**config.mk**
```make
export PLATFORM = sky130hd
export DESIGN_NAME = intel_hex
export DESIGN_NICKNAME = d
export VERILOG_FILES = /design/src/mk14_pkg.sv /design/src/intel_hex.sv
export SDC_FILE = /design/constraint.sdc
export NUM_CORES = 1
export LEC_CHECK = 0
export BUFFER_PORTS_ARGS = -buffer_cell sky130_fd_sc_hd__buf_2
export CORE_ASPECT_RATIO = 1.1
export CORE_MARGIN = 5
export CORE_UTILIZATION = 54
export CTS_CLUSTER_DIAMETER = 50
export DETAILED_ROUTE_END_ITERATION = 12
export PLACE_DENSITY = 0.76
export SETUP_SLACK_MARGIN = 0.3
export SLEW_MARGIN = 10
export SYNTH_ARGS = -nofsm -noshare
export SYNTH_HDL_FRONTEND = slang
export SYNTH_SLANG_ARGS = --single-unit
```
**constraint.sdc**
```tcl
create_clock -name clk -period 3.3 [get_ports clk]
set_input_delay 0.33 -clock clk [delete_from_list [all_inputs] [get_ports clk]]
set_output_delay 0.33 -clock clk [all_outputs]
set_load 0.05 [all_outputs]
```
**src/mk14_pkg.sv**
```systemverilog
// Fixed constants for the loader: memory aliases above 4 KB and the display sits at 0x0D00
package mk14_pkg;

	// Memory map
	localparam int MEM_ADDR_BITS = 12;	// 4096 bytes, upper address bits are ignored
	localparam logic [15:0] SEG7_BASE_ADDR = 16'h0D00;	// Address of display digit 0
	localparam int SEG7_COUNT = 8;
	localparam int DIGIT_BITS = $clog2(SEG7_COUNT);

	// UART bit timing, shared with the serial driver of the testbench
	localparam int CLKS_PER_BIT = 8;
	localparam int BIT_CNT_BITS = $clog2(CLKS_PER_BIT);

	// Period of display refresh requests while the core runs
	localparam int REFRESH_CYCLES = 200;
	localparam int REFRESH_CNT_BITS = $clog2(REFRESH_CYCLES);

	// Parser error codes, held until the next record mark
	localparam logic [2:0] ERR_NONE = 3'd0;
	localparam logic [2:0] ERR_BAD_CHAR = 3'd1;
	localparam logic [2:0] ERR_CHECKSUM = 3'd2;
	localparam logic [2:0] ERR_REC_TYPE = 3'd3;

endpackage

```
**src/intel_hex.sv**
```systemverilog
// Intel HEX parser for types 00 and 01 only; data bytes are written before the checksum is checked
`timescale 1ns/1ps

module intel_hex import mk14_pkg::*; (
	input  logic clk,
	input  logic soft_reset,
	input  logic i_en,
	input  logic [7:0] i_data,
	output logic [15:0] o_addr,
	output logic [7:0] o_data,
	output logic o_data_valid,
	output logic [2:0] o_error,
	output logic o_complete
);

	typedef enum logic [2:0] {
		S_MARK, S_LENGTH, S_ADDR, S_TYPE, S_DATA, S_CSUM
	} state_t;

	// Bit 4 flags a valid hex digit, bits 3:0 hold its value
	function automatic logic [4:0] hex_nibble(input logic [7:0] c);
		logic [4:0] r;
		r = 5'd0;
		if (c >= "0" && c <= "9")
			r = {1'b1, 4'(c - 8'h30)};
		else if (c >= "A" && c <= "F")
			r = {1'b1, 4'(c - 8'h37)};
		else if (c >= "a" && c <= "f")
			r = {1'b1, 4'(c - 8'h57)};
		return r;
	endfunction

	state_t state;
	logic [4:0] nib;
	logic low_half;	// Next digit completes a byte
	logic [3:0] hi_nib;
	logic [7:0] byte_val;
	logic [7:0] sum;
	logic [7:0] sum_next;
	logic addr_lo;
	logic [7:0] rec_len;
	logic [7:0] rec_type;
	logic [15:0] rec_addr;
	logic [7:0] offset;

	assign nib = hex_nibble(i_data);
	assign byte_val = {hi_nib, nib[3:0]};
	assign sum_next = sum + byte_val;

	always_ff @(posedge clk) begin
		o_data_valid <= 1'b0;
		o_complete <= 1'b0;
		if (soft_reset) begin
			state <= S_MARK;
			low_half <= 1'b0;
			o_error <= ERR_NONE;
		end
		else if (i_en) begin
			if (i_data == ":") begin
				// A mark always starts a new record
				state <= S_LENGTH;
				low_half <= 1'b0;
				addr_lo <= 1'b0;
				offset <= 8'd0;
				sum <= 8'd0;
				o_error <= ERR_NONE;
			end
			else if (state != S_MARK) begin
				if (!nib[4]) begin
					o_error <= ERR_BAD_CHAR;
					state <= S_MARK;
				end
				else if (!low_half) begin
					hi_nib <= nib[3:0];
					low_half <= 1'b1;
				end
				else begin
					low_half <= 1'b0;
					sum <= sum_next;
					case (state)
					S_LENGTH: begin
						rec_len <= byte_val;
						state <= S_ADDR;
					end
					S_ADDR: begin
						if (!addr_lo) begin
							rec_addr[15:8] <= byte_val;	// Big endian in the record
							addr_lo <= 1'b1;
						end
						else begin
							rec_addr[7:0] <= byte_val;
							state <= S_TYPE;
						end
					end
					S_TYPE: begin
						rec_type <= byte_val;
						if (byte_val > 8'h01) begin
							o_error <= ERR_REC_TYPE;
							state <= S_MARK;
						end
						else
							state <= (rec_len == 8'd0) ? S_CSUM : S_DATA;
					end
					S_DATA: begin
						o_addr <= rec_addr + {8'd0, offset};
						o_data <= byte_val;
						o_data_valid <= (rec_type == 8'h00);	// EOF payload is not stored
						offset <= offset + 8'd1;
						if (offset == rec_len - 8'd1)
							state <= S_CSUM;
					end
					S_CSUM: begin
						state <= S_MARK;
						if (sum_next == 8'd0)
							o_complete <= (rec_type == 8'h01);
						else
							o_error <= ERR_CHECKSUM;
					end
					default:
						state <= S_MARK;
					endcase
				end
			end
		end
	end

	a_write_or_done: assert property (@(posedge clk) disable iff (soft_reset)
		!(o_data_valid && o_complete));

endmodule

```
==> flow_metrics.env, run 1 <==
export IMPL_maxSlewViolCount=0
export IMPL_grt_setup_unrepaired="no"
export IMPL_leakagePower_nw=1.98
export IMPL_synthArstFlopShare_pct=0
export IMPL_setup_viol=0
export IMPL_yosys_area_share_simple_pct=16.8
export IMPL_skew_ns=0.00913
export IMPL_end_kind="register"
export IMPL_grt_overflow_total=0
export IMPL_clkTransAtPathRegs_ns=0.09
export IMPL_diodes=0
export IMPL_yosys_area_share_adder_pct=6.87
export IMPL_utilization_pct=67.3
export IMPL_cellPowerDensity_nw_per_um2=367
export IMPL_die_w_um=96.2
export IMPL_worstSetupStartpointType="input port"
export IMPL_synth_main_ff_cell="edfxtp_1"
export IMPL_cts_made_buffers=9
export IMPL_dp_cells=534
export IMPL_synth_top_cell_area_share_pct=52.4
export IMPL_synth_cell_type_count=63
export IMPL_cts_tree="done"
export IMPL_arrival_ns=3.23
export IMPL_synthTopCellsByArea="edfxtp_1, ha_1, dfxtp_1"
export IMPL_synth_edf_count=77
export IMPL_clock_fmax_ghz=0.342
export IMPL_ys_seq_elements=85
export IMPL_clkLatencyLatePin_ns=0.36
export IMPL_cts_htree_levels=3
export IMPL_final_setup_tns_ns=0
export IMPL_min_to="o_error[0]"
export IMPL_slew_headroom_pct=56.4
export IMPL_fin_area_um2=5360
export IMPL_gp_congestion=0.843
export IMPL_antenna_found_initial=0
export IMPL_ir_drop_v=0.000284
export IMPL_cts_sinks=85
export IMPL_cap_violations=0
export IMPL_synth_seq_area_share_pct=56.1
export IMPL_dpl_instance_area_um2=5000
export IMPL_worstPathRequired_ns=3.61
export IMPL_synth_xor_area_share_pct=7.12
export IMPL_fin_nets=477
export IMPL_area_growth_pct=21.4
export IMPL_layout_min_cycle_time_ns=2.93
export IMPL_cts_buffer_depth=2
export IMPL_die_h_um=105
export IMPL_drive_above_1_share_pct=27.5
export IMPL_instances_no_fill=556
export IMPL_layout_commonest_cell="edfxtp_1"
export IMPL_drt_wl_total_um=8930
export IMPL_synth_cell_area_um2=4410
export IMPL_io_buffer_count=38
export IMPL_synthMuxAreaShare_pct=0.681
export IMPL_r2r_slack_ns=0.55
export IMPL_critPathKind="in2reg"
export IMPL_drt_iter0_drc=131
export IMPL_finalHoldViolCount=0
export IMPL_regToRegStartpoint="offset[0]"
export IMPL_grt_pass1_vias=3018
export IMPL_reg2reg_depth=10
export IMPL_nFillCells=586
export IMPL_vias=3118
export IMPL_cts_root_buffer="clkbuf_8"
export IMPL_crit_start="i_data[1]"
export IMPL_hold_path_cell_count=2
export IMPL_tightest_slew_ns=0.649
export IMPL_avgSynthCellArea_um2=11.9
export IMPL_initial_core_util_pct=55.4
export IMPL_hpwl_um=6470
export IMPL_row_count=34
export IMPL_critical_path_max_fanout=4
export IMPL_syn_nets=404
export IMPL_ant_nets=0
export IMPL_pin_count=40
export IMPL_drc_errors=0
export IMPL_fin_crit_sh_pct=88.7
export IMPL_drt_first_pass_iters=4
export IMPL_synth_largest_area_cell="edfxtp_1"
export IMPL_status="finished, final reports clean"
export IMPL_wl_per_cell_um=16.1
export IMPL_synth_compound_area_share_pct=10.2
export IMPL_yosysWarnings=0
export IMPL_grt_max_degree=25
export IMPL_grt_total_usage_pct=18.8
export IMPL_hold_path_class="in2reg"
export IMPL_final_cell_mix="edfxtp_1, buf_2, nor2_1, buf_4, nand2_1"
export IMPL_syn_instance_count=370
export IMPL_hold_ws_ns=0.222
export IMPL_synth_top_family_by_area="simple AND/OR/NAND/NOR gates"
export IMPL_vias_per_cell=5.61
export IMPL_grt_pass1_wl_um=14500
export IMPL_hp_start="soft_reset"
export IMPL_die_area_um2=10100
export IMPL_worstReg2RegEnd="o_addr[12]"
export IMPL_core_area_um2=7960
-- where the power goes --
part	internal, mW	switching [mW]	leakage, nW
sequential	1.16	0.0000425	0.762
combinational	0.0335	0.0444	1.11
clock	0.299	0.429	0.102
-- logic make-up (layout without fill, tap and decap cells) --
group,Yosys count,after routing
XOR/XNOR,35,35
buffers and inverters,25,103
adder cells (fa/ha/maj),23,23
AO/OA/AOI/OAI,68,68
AND/OR/NAND/NOR,130,130
other,1,1
multiplexers,3,3
flip-flops,85,85
-- worst max-delay path by stage --
stage	depth (start not counted)	slack, ns	to
floorplan	14	0.20	o_error[0]
global placement	13	-0.07	o_error[0]
detailed placement	13	-0.11	o_error[0]
CTS	15	0.30	o_error[0]
global route	15	0.26	o_error[0]
finish	14	0.37	o_error[0]
-- cells in the mapped netlist, types with 3 or more instances --
library cell / instances
nand3_1: 12
clkbuf_1: 4
nor2_1: 31
and3_1: 3
nor2b_1: 8
o21ai_1: 3
inv_1: 16
a211oi_1: 5
a21o_1: 5
a31oi_1: 4
o21ai_0: 13
inv_2: 3
xnor2_1: 16
or3b_1: 3
edfxtp_1: 77
dfxtp_1: 8
nor4b_1: 5
and2_1: 4
mux2i_1: 3
ha_1: 21
xor2_1: 18
a21oi_1: 17
nand3b_1: 5
nor3_1: 11
o211ai_1: 4
nand2b_1: 7
nand2_1: 20
-- cell type report --
type / instances / area (um2) / share of cell area [%]
Sequential cell: 85 / 2470 / 46.2
Multi-Input combinational cell: 260 / 2030 / 38.0
Clock inverter: 7 / 78.8 / 1.47
Inverter: 19 / 88.8 / 1.66
Tap cell: 108 / 135 / 2.52
Clock buffer: 9 / 124 / 2.31
Timing Repair Buffer: 68 / 422 / 7.87
-- per-stage QoR --
stage               power (mW)  worst slack [ns]
floorplan                 1.22             0.199
CTS                       1.97             0.305
global route              2.04             0.261
detailed placement        1.25            -0.106
finish                    1.96             0.374
global placement          1.25           -0.0683
-- flip-flops by register name, summed over array words and instances (netlist names) --
register,cells
o_data,8
hi_nib,4
addr_lo,1
o_data_valid,1
o_addr,16
o_complete,1
rec_type,8
state,3
rec_len,8
o_error,2
low_half,1
rec_addr,16
sum,8
offset,8
-- what timing repair did --
action,4_1_cts,5_1_grt
endpoints found under the setup margin,1,2
resized for setup,6,12
cloned,0,0
hold buffers,0,0
pin swaps,9,5
buffers inserted,5,1
-- routing by layer --
metal / global-route usage, % / part of all wire, % / vias up
met4: 6.10 / 2.2 / 0
met2: 32.6 / 52 / 77
met1: 22.7 / 41 / 1505
li1: - / - / 1518
met5: 0 / 0 / -
met3: 4.53 / 4.4 / 18
-- critical path, cell delays in order --
cell      delay (ns)
clkbuf_4        0.16
inv_12          0.04
ha_4            0.16
o311ai_4        0.38
mux2i_4         0.12
ha_2            0.21
fa_2            0.37
a21o_1          0.20
a21oi_2         0.13
xor2_1          0.21
and4b_1         0.27
a31oi_4         0.12
or3b_4          0.39
a21oi_2         0.12
(Power assumes the default switching activity.)
==> run 2, diff against run 1 <==
--- a/config.mk
+++ b/config.mk
@@ -5,6 +5,8 @@
 export SDC_FILE = /design/constraint.sdc
 export NUM_CORES = 1
 export LEC_CHECK = 0
+export ABC_AREA = 1
+export ABC_CLOCK_PERIOD_IN_PS = 3300
 export BUFFER_PORTS_ARGS = -buffer_cell sky130_fd_sc_hd__buf_2
 export CORE_ASPECT_RATIO = 1.1
 export CORE_MARGIN = 5
@@ -12,6 +14,7 @@
 export CTS_CLUSTER_DIAMETER = 50
 export DETAILED_ROUTE_END_ITERATION = 12
 export PLACE_DENSITY = 0.76
+export REMOVE_ABC_BUFFERS = 1
 export SETUP_SLACK_MARGIN = 0.3
 export SLEW_MARGIN = 10
 export SYNTH_ARGS = -nofsm -noshare
==> flow_metrics.env, run 2 <==
export IMPL_synth_cell_area_um2=4470
export IMPL_synthArstFlopShare_pct=0
export IMPL_row_count=34
export IMPL_cts_root_buffer="clkbuf_8"
export IMPL_final_cell_mix="nand2_1, edfxtp_1, inv_1, nor2_1, nand3_1"
export IMPL_ant_nets=0
export IMPL_pwr_share_comb_pct=3.6
export IMPL_min_to="o_error[1]"
export IMPL_hold_path_cell_count=2
export IMPL_cp_cell_sequence="buf_2 -> inv_1 -> ha_1 -> nor2_2 -> o21ai_2 -> nand2_2 -> nand2_1 -> nand2_1 -> nand3_4 -> clkinvlp_4 -> ha_2 -> a21oi_2 -> nand2_2 -> nand2_2 -> nand2_1 -> nand2_1 -> nand2_1 -> nor2_2 -> nand3_2 -> nand2_2 -> nand2_2 -> nor2_1 -> nor2_2"
export IMPL_hp_start="soft_reset"
export IMPL_grt_total_usage_pct=17.5
export IMPL_critical_path_max_fanout=7
export IMPL_setup_slack_ns=0.585
export IMPL_cts_tree="done"
export IMPL_ir_drop_v=0.000247
export IMPL_synth_main_ff_cell="edfxtp_1"
export IMPL_hold_path_class="in2reg"
export IMPL_yosysWarnings=0
export IMPL_synthTopCellsByArea="edfxtp_1, nand2_1, ha_1"
export IMPL_wl_per_cell_um=14.6
export IMPL_yosysMostFrequentCell="nand2_1"
export IMPL_antenna_found_initial=0
export IMPL_synth_seq_area_share_pct=55.3
export IMPL_synthTopCellsByCount="nand2_1, edfxtp_1, inv_1"
export IMPL_status="finished, final reports clean"
export IMPL_critPathSlowestCell="ha_2"
export IMPL_layout_min_cycle_time_ns=2.71
export IMPL_final_setup_tns_ns=0
export IMPL_ys_seq_elements=85
export IMPL_cpPeakStageDelay_ns=0.37
export IMPL_instances_no_fill=612
export IMPL_layout_commonest_cell="nand2_1"
export IMPL_grt_setup_unrepaired="no"
export IMPL_regToRegStartpoint="offset[0]"
export IMPL_avgSynthCellArea_um2=10.0
export IMPL_vias_per_cell=5.34
export IMPL_dp_slack_ns=0.105
export IMPL_synth_cell_type_count=39
export IMPL_switching_share_pct=21.6
export IMPL_fin_nets=534
export IMPL_arrival_ns=2.96
export IMPL_crit_start="i_data[0]"
export IMPL_grt_pass1_wl_um=14600
export IMPL_top_regs="o_addr: 16 flops, rec_addr: 16 flops"
export IMPL_pin_count=40
export IMPL_cts_made_buffers=9
export IMPL_worstReg2RegEnd="o_addr[14]"
export IMPL_grt_max_degree=25
export IMPL_grt_pass1_vias=3096
export IMPL_drt_first_pass_iters=6
export IMPL_dp_cells=597
export IMPL_synth_largest_area_cell="edfxtp_1"
export IMPL_slew_headroom_pct=53.6
export IMPL_maxSlewViolCount=0
export IMPL_vias=3270
export IMPL_clock_fmax_ghz=0.368
export IMPL_area_growth_pct=13.4
export IMPL_critPathKind="in2reg"
export IMPL_cp_top_family="simple AND/OR/NAND/NOR gates"
export IMPL_internal_power_mw=1.62
export IMPL_hpwl_um=6570
export IMPL_drc_errors=0
export IMPL_fin_area_um2=5070
export IMPL_tightest_slew_ns=0.693
export IMPL_clkPwrFrac_pct=39.9
export IMPL_critical_path_buf_inv_count=3
export IMPL_clkTransAtPathRegs_ns=0.09
export IMPL_reg2reg_depth=11
export IMPL_p_seq_share_pct=56.5
export IMPL_setup_viol=0
export IMPL_core_area_um2=8000
export IMPL_power_switching_mw=0.444
export IMPL_grt_overflow_total=0
export IMPL_diodes=0
export IMPL_cellPowerDensity_nw_per_um2=406
export IMPL_leakagePower_nw=2.12
export IMPL_end_kind="register"
export IMPL_drive_above_1_share_pct=19.4
export IMPL_nFillCells=665
export IMPL_initial_core_util_pct=55.9
export IMPL_synth_edf_count=77
export IMPL_die_area_um2=10200
export IMPL_cts_sinks=85
export IMPL_die_w_um=96.8
export IMPL_cap_violations=0
export IMPL_drt_wl_total_um=8910
export IMPL_r2r_slack_ns=0.92
export IMPL_clkLatencyLatePin_ns=0.35
export IMPL_die_h_um=105
export IMPL_synth_top_cell_area_share_pct=51.7
export IMPL_worstSetupStartpointType="input port"
export IMPL_cts_htree_levels=3
export IMPL_dpl_instance_area_um2=4840
export IMPL_syn_instance_count=447
export IMPL_fin_crit_sh_pct=82.3
export IMPL_worstPathRequired_ns=3.55
export IMPL_gp_congestion=0.897
export IMPL_drt_iter0_drc=168
export IMPL_cts_buffer_depth=2
export IMPL_cts_hold_repair_buffers=0
export IMPL_skew_ns=0.00852
export IMPL_io_buffer_count=38
export IMPL_finalHoldViolCount=0
run 2: changes by cell type in the layout (fill, tap and decap cells not counted), sizes merged, moves of 7 or more:
| cell | delta |
|---|---|
| nand2b | -7 |
| inv | +35 |
| buf | -22 |
| nor2 | +21 |
| nor2b | -7 |
| a21oi | +9 |
| nand3 | +31 |
| nand2 | +72 |
| xnor2 | -8 |
| o21ai | -7 |
| nand4 | +11 |
run 2: cell families after synthesis:
group,count (synthesis),synth area share [%]
adders and majority gates,23,6.77
other,1,0.0838
and+or+nand+nor,216,23.2
buffers and inverters,59,5.06
xor gates and xnor gates,21,4.11
AOI/OAI and AO/OA,42,5.51
DFF,85,55.3
run 2: layout make-up:
class                           instances  area [um2]  share of cell area, %
Multi-Input combinational cell        303        1790                   35.2
Timing Repair Buffer                   45         243                   4.79
Clock inverter                          6        96.3                   1.90
Inverter                               56         214                   4.22
Clock buffer                            9         124                   2.44
Sequential cell                        85        2470                   48.7
Tap cell                              108         135                   2.66
run 2: per-stage QoR:
stage               hold slack, ns  total power, mW  util, %
floorplan                    0.399             1.23        -
CTS                          0.214             2.07     63.2
detailed placement           0.475             1.26     60.5
finish                       0.230             2.06     63.4
global route                 0.222             2.13     63.4
global placement             0.465             1.26     60.5
run 2: what timing repair did:
action / CTS / global route
gates resized for setup: 0 / 6
endpoints found under the setup margin: 0 / 3
buffers inserted: 0 / 0
run 2: routing by layer:
layer | global-route usage (%) | part of all wire [%] | vias up
li1 | - | - | 1635
met1 | 21.2 | 41 | 1544
met2 | 32.3 | 53 | 78
met3 | 3.04 | 4.7 | 13
met4 | 4.71 | 1.6 | 0
met5 | 0 | 0 | -
run 2: worst max-delay path by stage:
stage / endpoint / slack [ns] / depth (start not counted)
final: o_error[0] / 0.59 / 23
after global routing: o_error[0] / 0.30 / 23
after CTS: o_error[0] / 0.48 / 23
after detailed placement: o_error[0] / 0.10 / 23
after global placement: o_error[0] / 0.29 / 23
after floorplan: o_error[0] / 0.48 / 17
run 2: power by group through the flow:
stage / clock, mW / sequential [mW] / combinational, mW
CTS: 0.835 / 1.16 / 0.0723
global placement: 0 / 1.19 / 0.0693
global route: 0.881 / 1.16 / 0.0818
detailed placement: 0 / 1.19 / 0.0718
finish: 0.822 / 1.16 / 0.0751
floorplan: 0 / 1.19 / 0.0452
==> run 3, diff against run 2 <==
--- a/config.mk
+++ b/config.mk
@@ -5,8 +5,8 @@
 export SDC_FILE = /design/constraint.sdc
 export NUM_CORES = 1
 export LEC_CHECK = 0
-export ABC_AREA = 1
-export ABC_CLOCK_PERIOD_IN_PS = 3300
+export ABC_AREA = 0
+export ABC_CLOCK_PERIOD_IN_PS = 2200
 export BUFFER_PORTS_ARGS = -buffer_cell sky130_fd_sc_hd__buf_2
 export CORE_ASPECT_RATIO = 1.1
 export CORE_MARGIN = 5
==> constraint.sdc (replaced) <==
create_clock -name clk -period 2.2 [get_ports clk]
set_input_delay 0.22 -clock clk [delete_from_list [all_inputs] [get_ports clk]]
set_output_delay 0.22 -clock clk [all_outputs]
set_load 0.05 [all_outputs]
==> flow_metrics.env, run 3 (same netlist as run 1, synthesis figures left out) <==
export IMPL_slew_headroom_pct=62.5
export IMPL_status="complete, but fails checks"
export IMPL_drc_errors=0
export IMPL_die_w_um=96.2
export IMPL_cts_htree_levels=3
export IMPL_die_area_um2=10100
export IMPL_cellPowerDensity_nw_per_um2=464
export IMPL_cts_buffer_depth=2
export IMPL_grt_pass1_wl_um=18300
export IMPL_drt_first_pass_iters=5
export IMPL_clkTransAtPathRegs_ns=0.09
export IMPL_setup_viol=18
export IMPL_critical_path_max_fanout=3
export IMPL_grt_total_usage_pct=24.0
export IMPL_cts_made_buffers=9
export IMPL_arrival_ns=3.21
export IMPL_pin_count=40
export IMPL_cts_hold_repair_buffers=0
export IMPL_grt_pass1_vias=3749
export IMPL_nFillCells=422
export IMPL_tightest_slew_ns=0.557
export IMPL_worstPathRequired_ns=2.50
export IMPL_crit_start="i_data[1]"
export IMPL_clkLatencyLatePin_ns=0.36
export IMPL_hpwl_um=7220
export IMPL_utilization_pct=81.9
export IMPL_initial_core_util_pct=55.4
export IMPL_final_setup_tns_ns=-5.73
export IMPL_worstSetupStartpointType="input port"
export IMPL_regToRegStartpoint="sum[0]"
export IMPL_row_count=34
export IMPL_cts_root_buffer="clkbuf_8"
export IMPL_core_area_um2=7960
export IMPL_antenna_found_initial=0
export IMPL_setup_slack_ns=-0.708
export IMPL_die_h_um=105
export IMPL_maxSlewViolCount=0
export IMPL_wl_per_cell_um=19.0
export IMPL_cap_violations=0
export IMPL_grt_max_degree=25
export IMPL_cts_sinks=85
export IMPL_skew_ns=0.0106
export IMPL_ir_drop_v=0.000310
export IMPL_grt_setup_unrepaired="yes"
export IMPL_end_kind="register"
export IMPL_critPathKind="in2reg"
export IMPL_layout_commonest_cell="buf_4"
export IMPL_diodes=0
export IMPL_vias=3686
export IMPL_clock_fmax_ghz=0.344
export IMPL_hold_path_class="in2reg"
export IMPL_drt_wl_total_um=12400
export IMPL_top_regs="o_addr: 16 flops, rec_addr: 16 flops"
export IMPL_gp_congestion=0.910
export IMPL_hp_start="soft_reset"
export IMPL_finalHoldViolCount=0
export IMPL_vias_per_cell=5.65
export IMPL_ant_nets=0
export IMPL_io_buffer_count=38
export IMPL_grt_overflow_total=0
export IMPL_fin_crit_sh_pct=132
export IMPL_fin_nets=573
export IMPL_cts_tree="done"
export IMPL_leakagePower_nw=2.54
export IMPL_final_cell_mix="buf_4, edfxtp_1, buf_2, buf_6, nor2_1"
export IMPL_violations="negative setup slack"
export IMPL_area_growth_pct=47.7
export IMPL_layout_min_cycle_time_ns=2.91
export IMPL_drt_iter0_drc=136
export IMPL_drive_above_1_share_pct=48.9
==> run 3: through the flow <==
step	setup slack [ns]	power [mW]	hold WS [ns]	cells	instance area, um2
after detailed placement	-1.51	1.88	0.457	585	5290
after global placement	-1.24	1.87	0.460	585	5290
after global routing	-0.823	3.12	0.109	652	6510
final	-0.708	3.02	0.117	652	6510
after CTS	-0.539	3.00	0.0981	641	6220
after floorplan	-1.53	1.82	0.282	364	4380
==> run 3: critical path, stage by stage <==
cell     delay, ns
buf_8         0.08
inv_6         0.03
ha_4          0.16
o21ba_4       0.24
o21ai_4       0.18
mux2i_2       0.12
ha_2          0.23
fa_2          0.40
a21o_1        0.20
a21oi_2       0.20
xor2_2        0.21
and4b_1       0.28
a31oi_4       0.13
or3b_4        0.40
a21oi_2       0.11
==> run 3: timing repair <==
action / in CTS / in global routing
gates resized for setup: 101 / 39
endpoints found under the setup margin: 100 / 105
buffers inserted: 40 / 11
pin swaps: 46 / 28
==> run 3: report_power, final <==
| group | switching [mW] | leakage [nW] | internal [mW] |
|---|---|---|---|
| registers | 0.0000701 | 0.762 | 1.74 |
| clock network | 0.647 | 0.103 | 0.451 |
| logic | 0.0909 | 1.67 | 0.0980 |
==> run 3: path summary, 6_finish.rpt <==
check | to | slack (ns) | cells after the start
worst max register to register | o_error[0] | -0.43 | 9
worst max-delay path | o_error[0] | -0.71 | 15
worst min register to register | o_data_valid | 0.47 | 1
worst min-delay path | o_error[0] | 0.12 | 2
==> run 3: routing by layer <==
metal	routed length, um	up-vias	track usage (%)	part of all wire, %
met2	6710	143	45.1	54
met5	0	-	0	0
met4	656	0	10.1	5.3
li1	-	1711	-	-
met3	634	51	5.54	5.1
met1	4360	1781	24.6	35
==> run 3: layout make-up <==
class,count,area [um2],area share [%]
repair buffers,164,1300,19.9
clock inverters,7,76.3,1.17
clock buffers,9,124,1.90
multi-input cells,260,2320,35.7
flip-flops and latches,85,2470,38.0
inverters,19,82.6,1.27
well taps,108,135,2.07
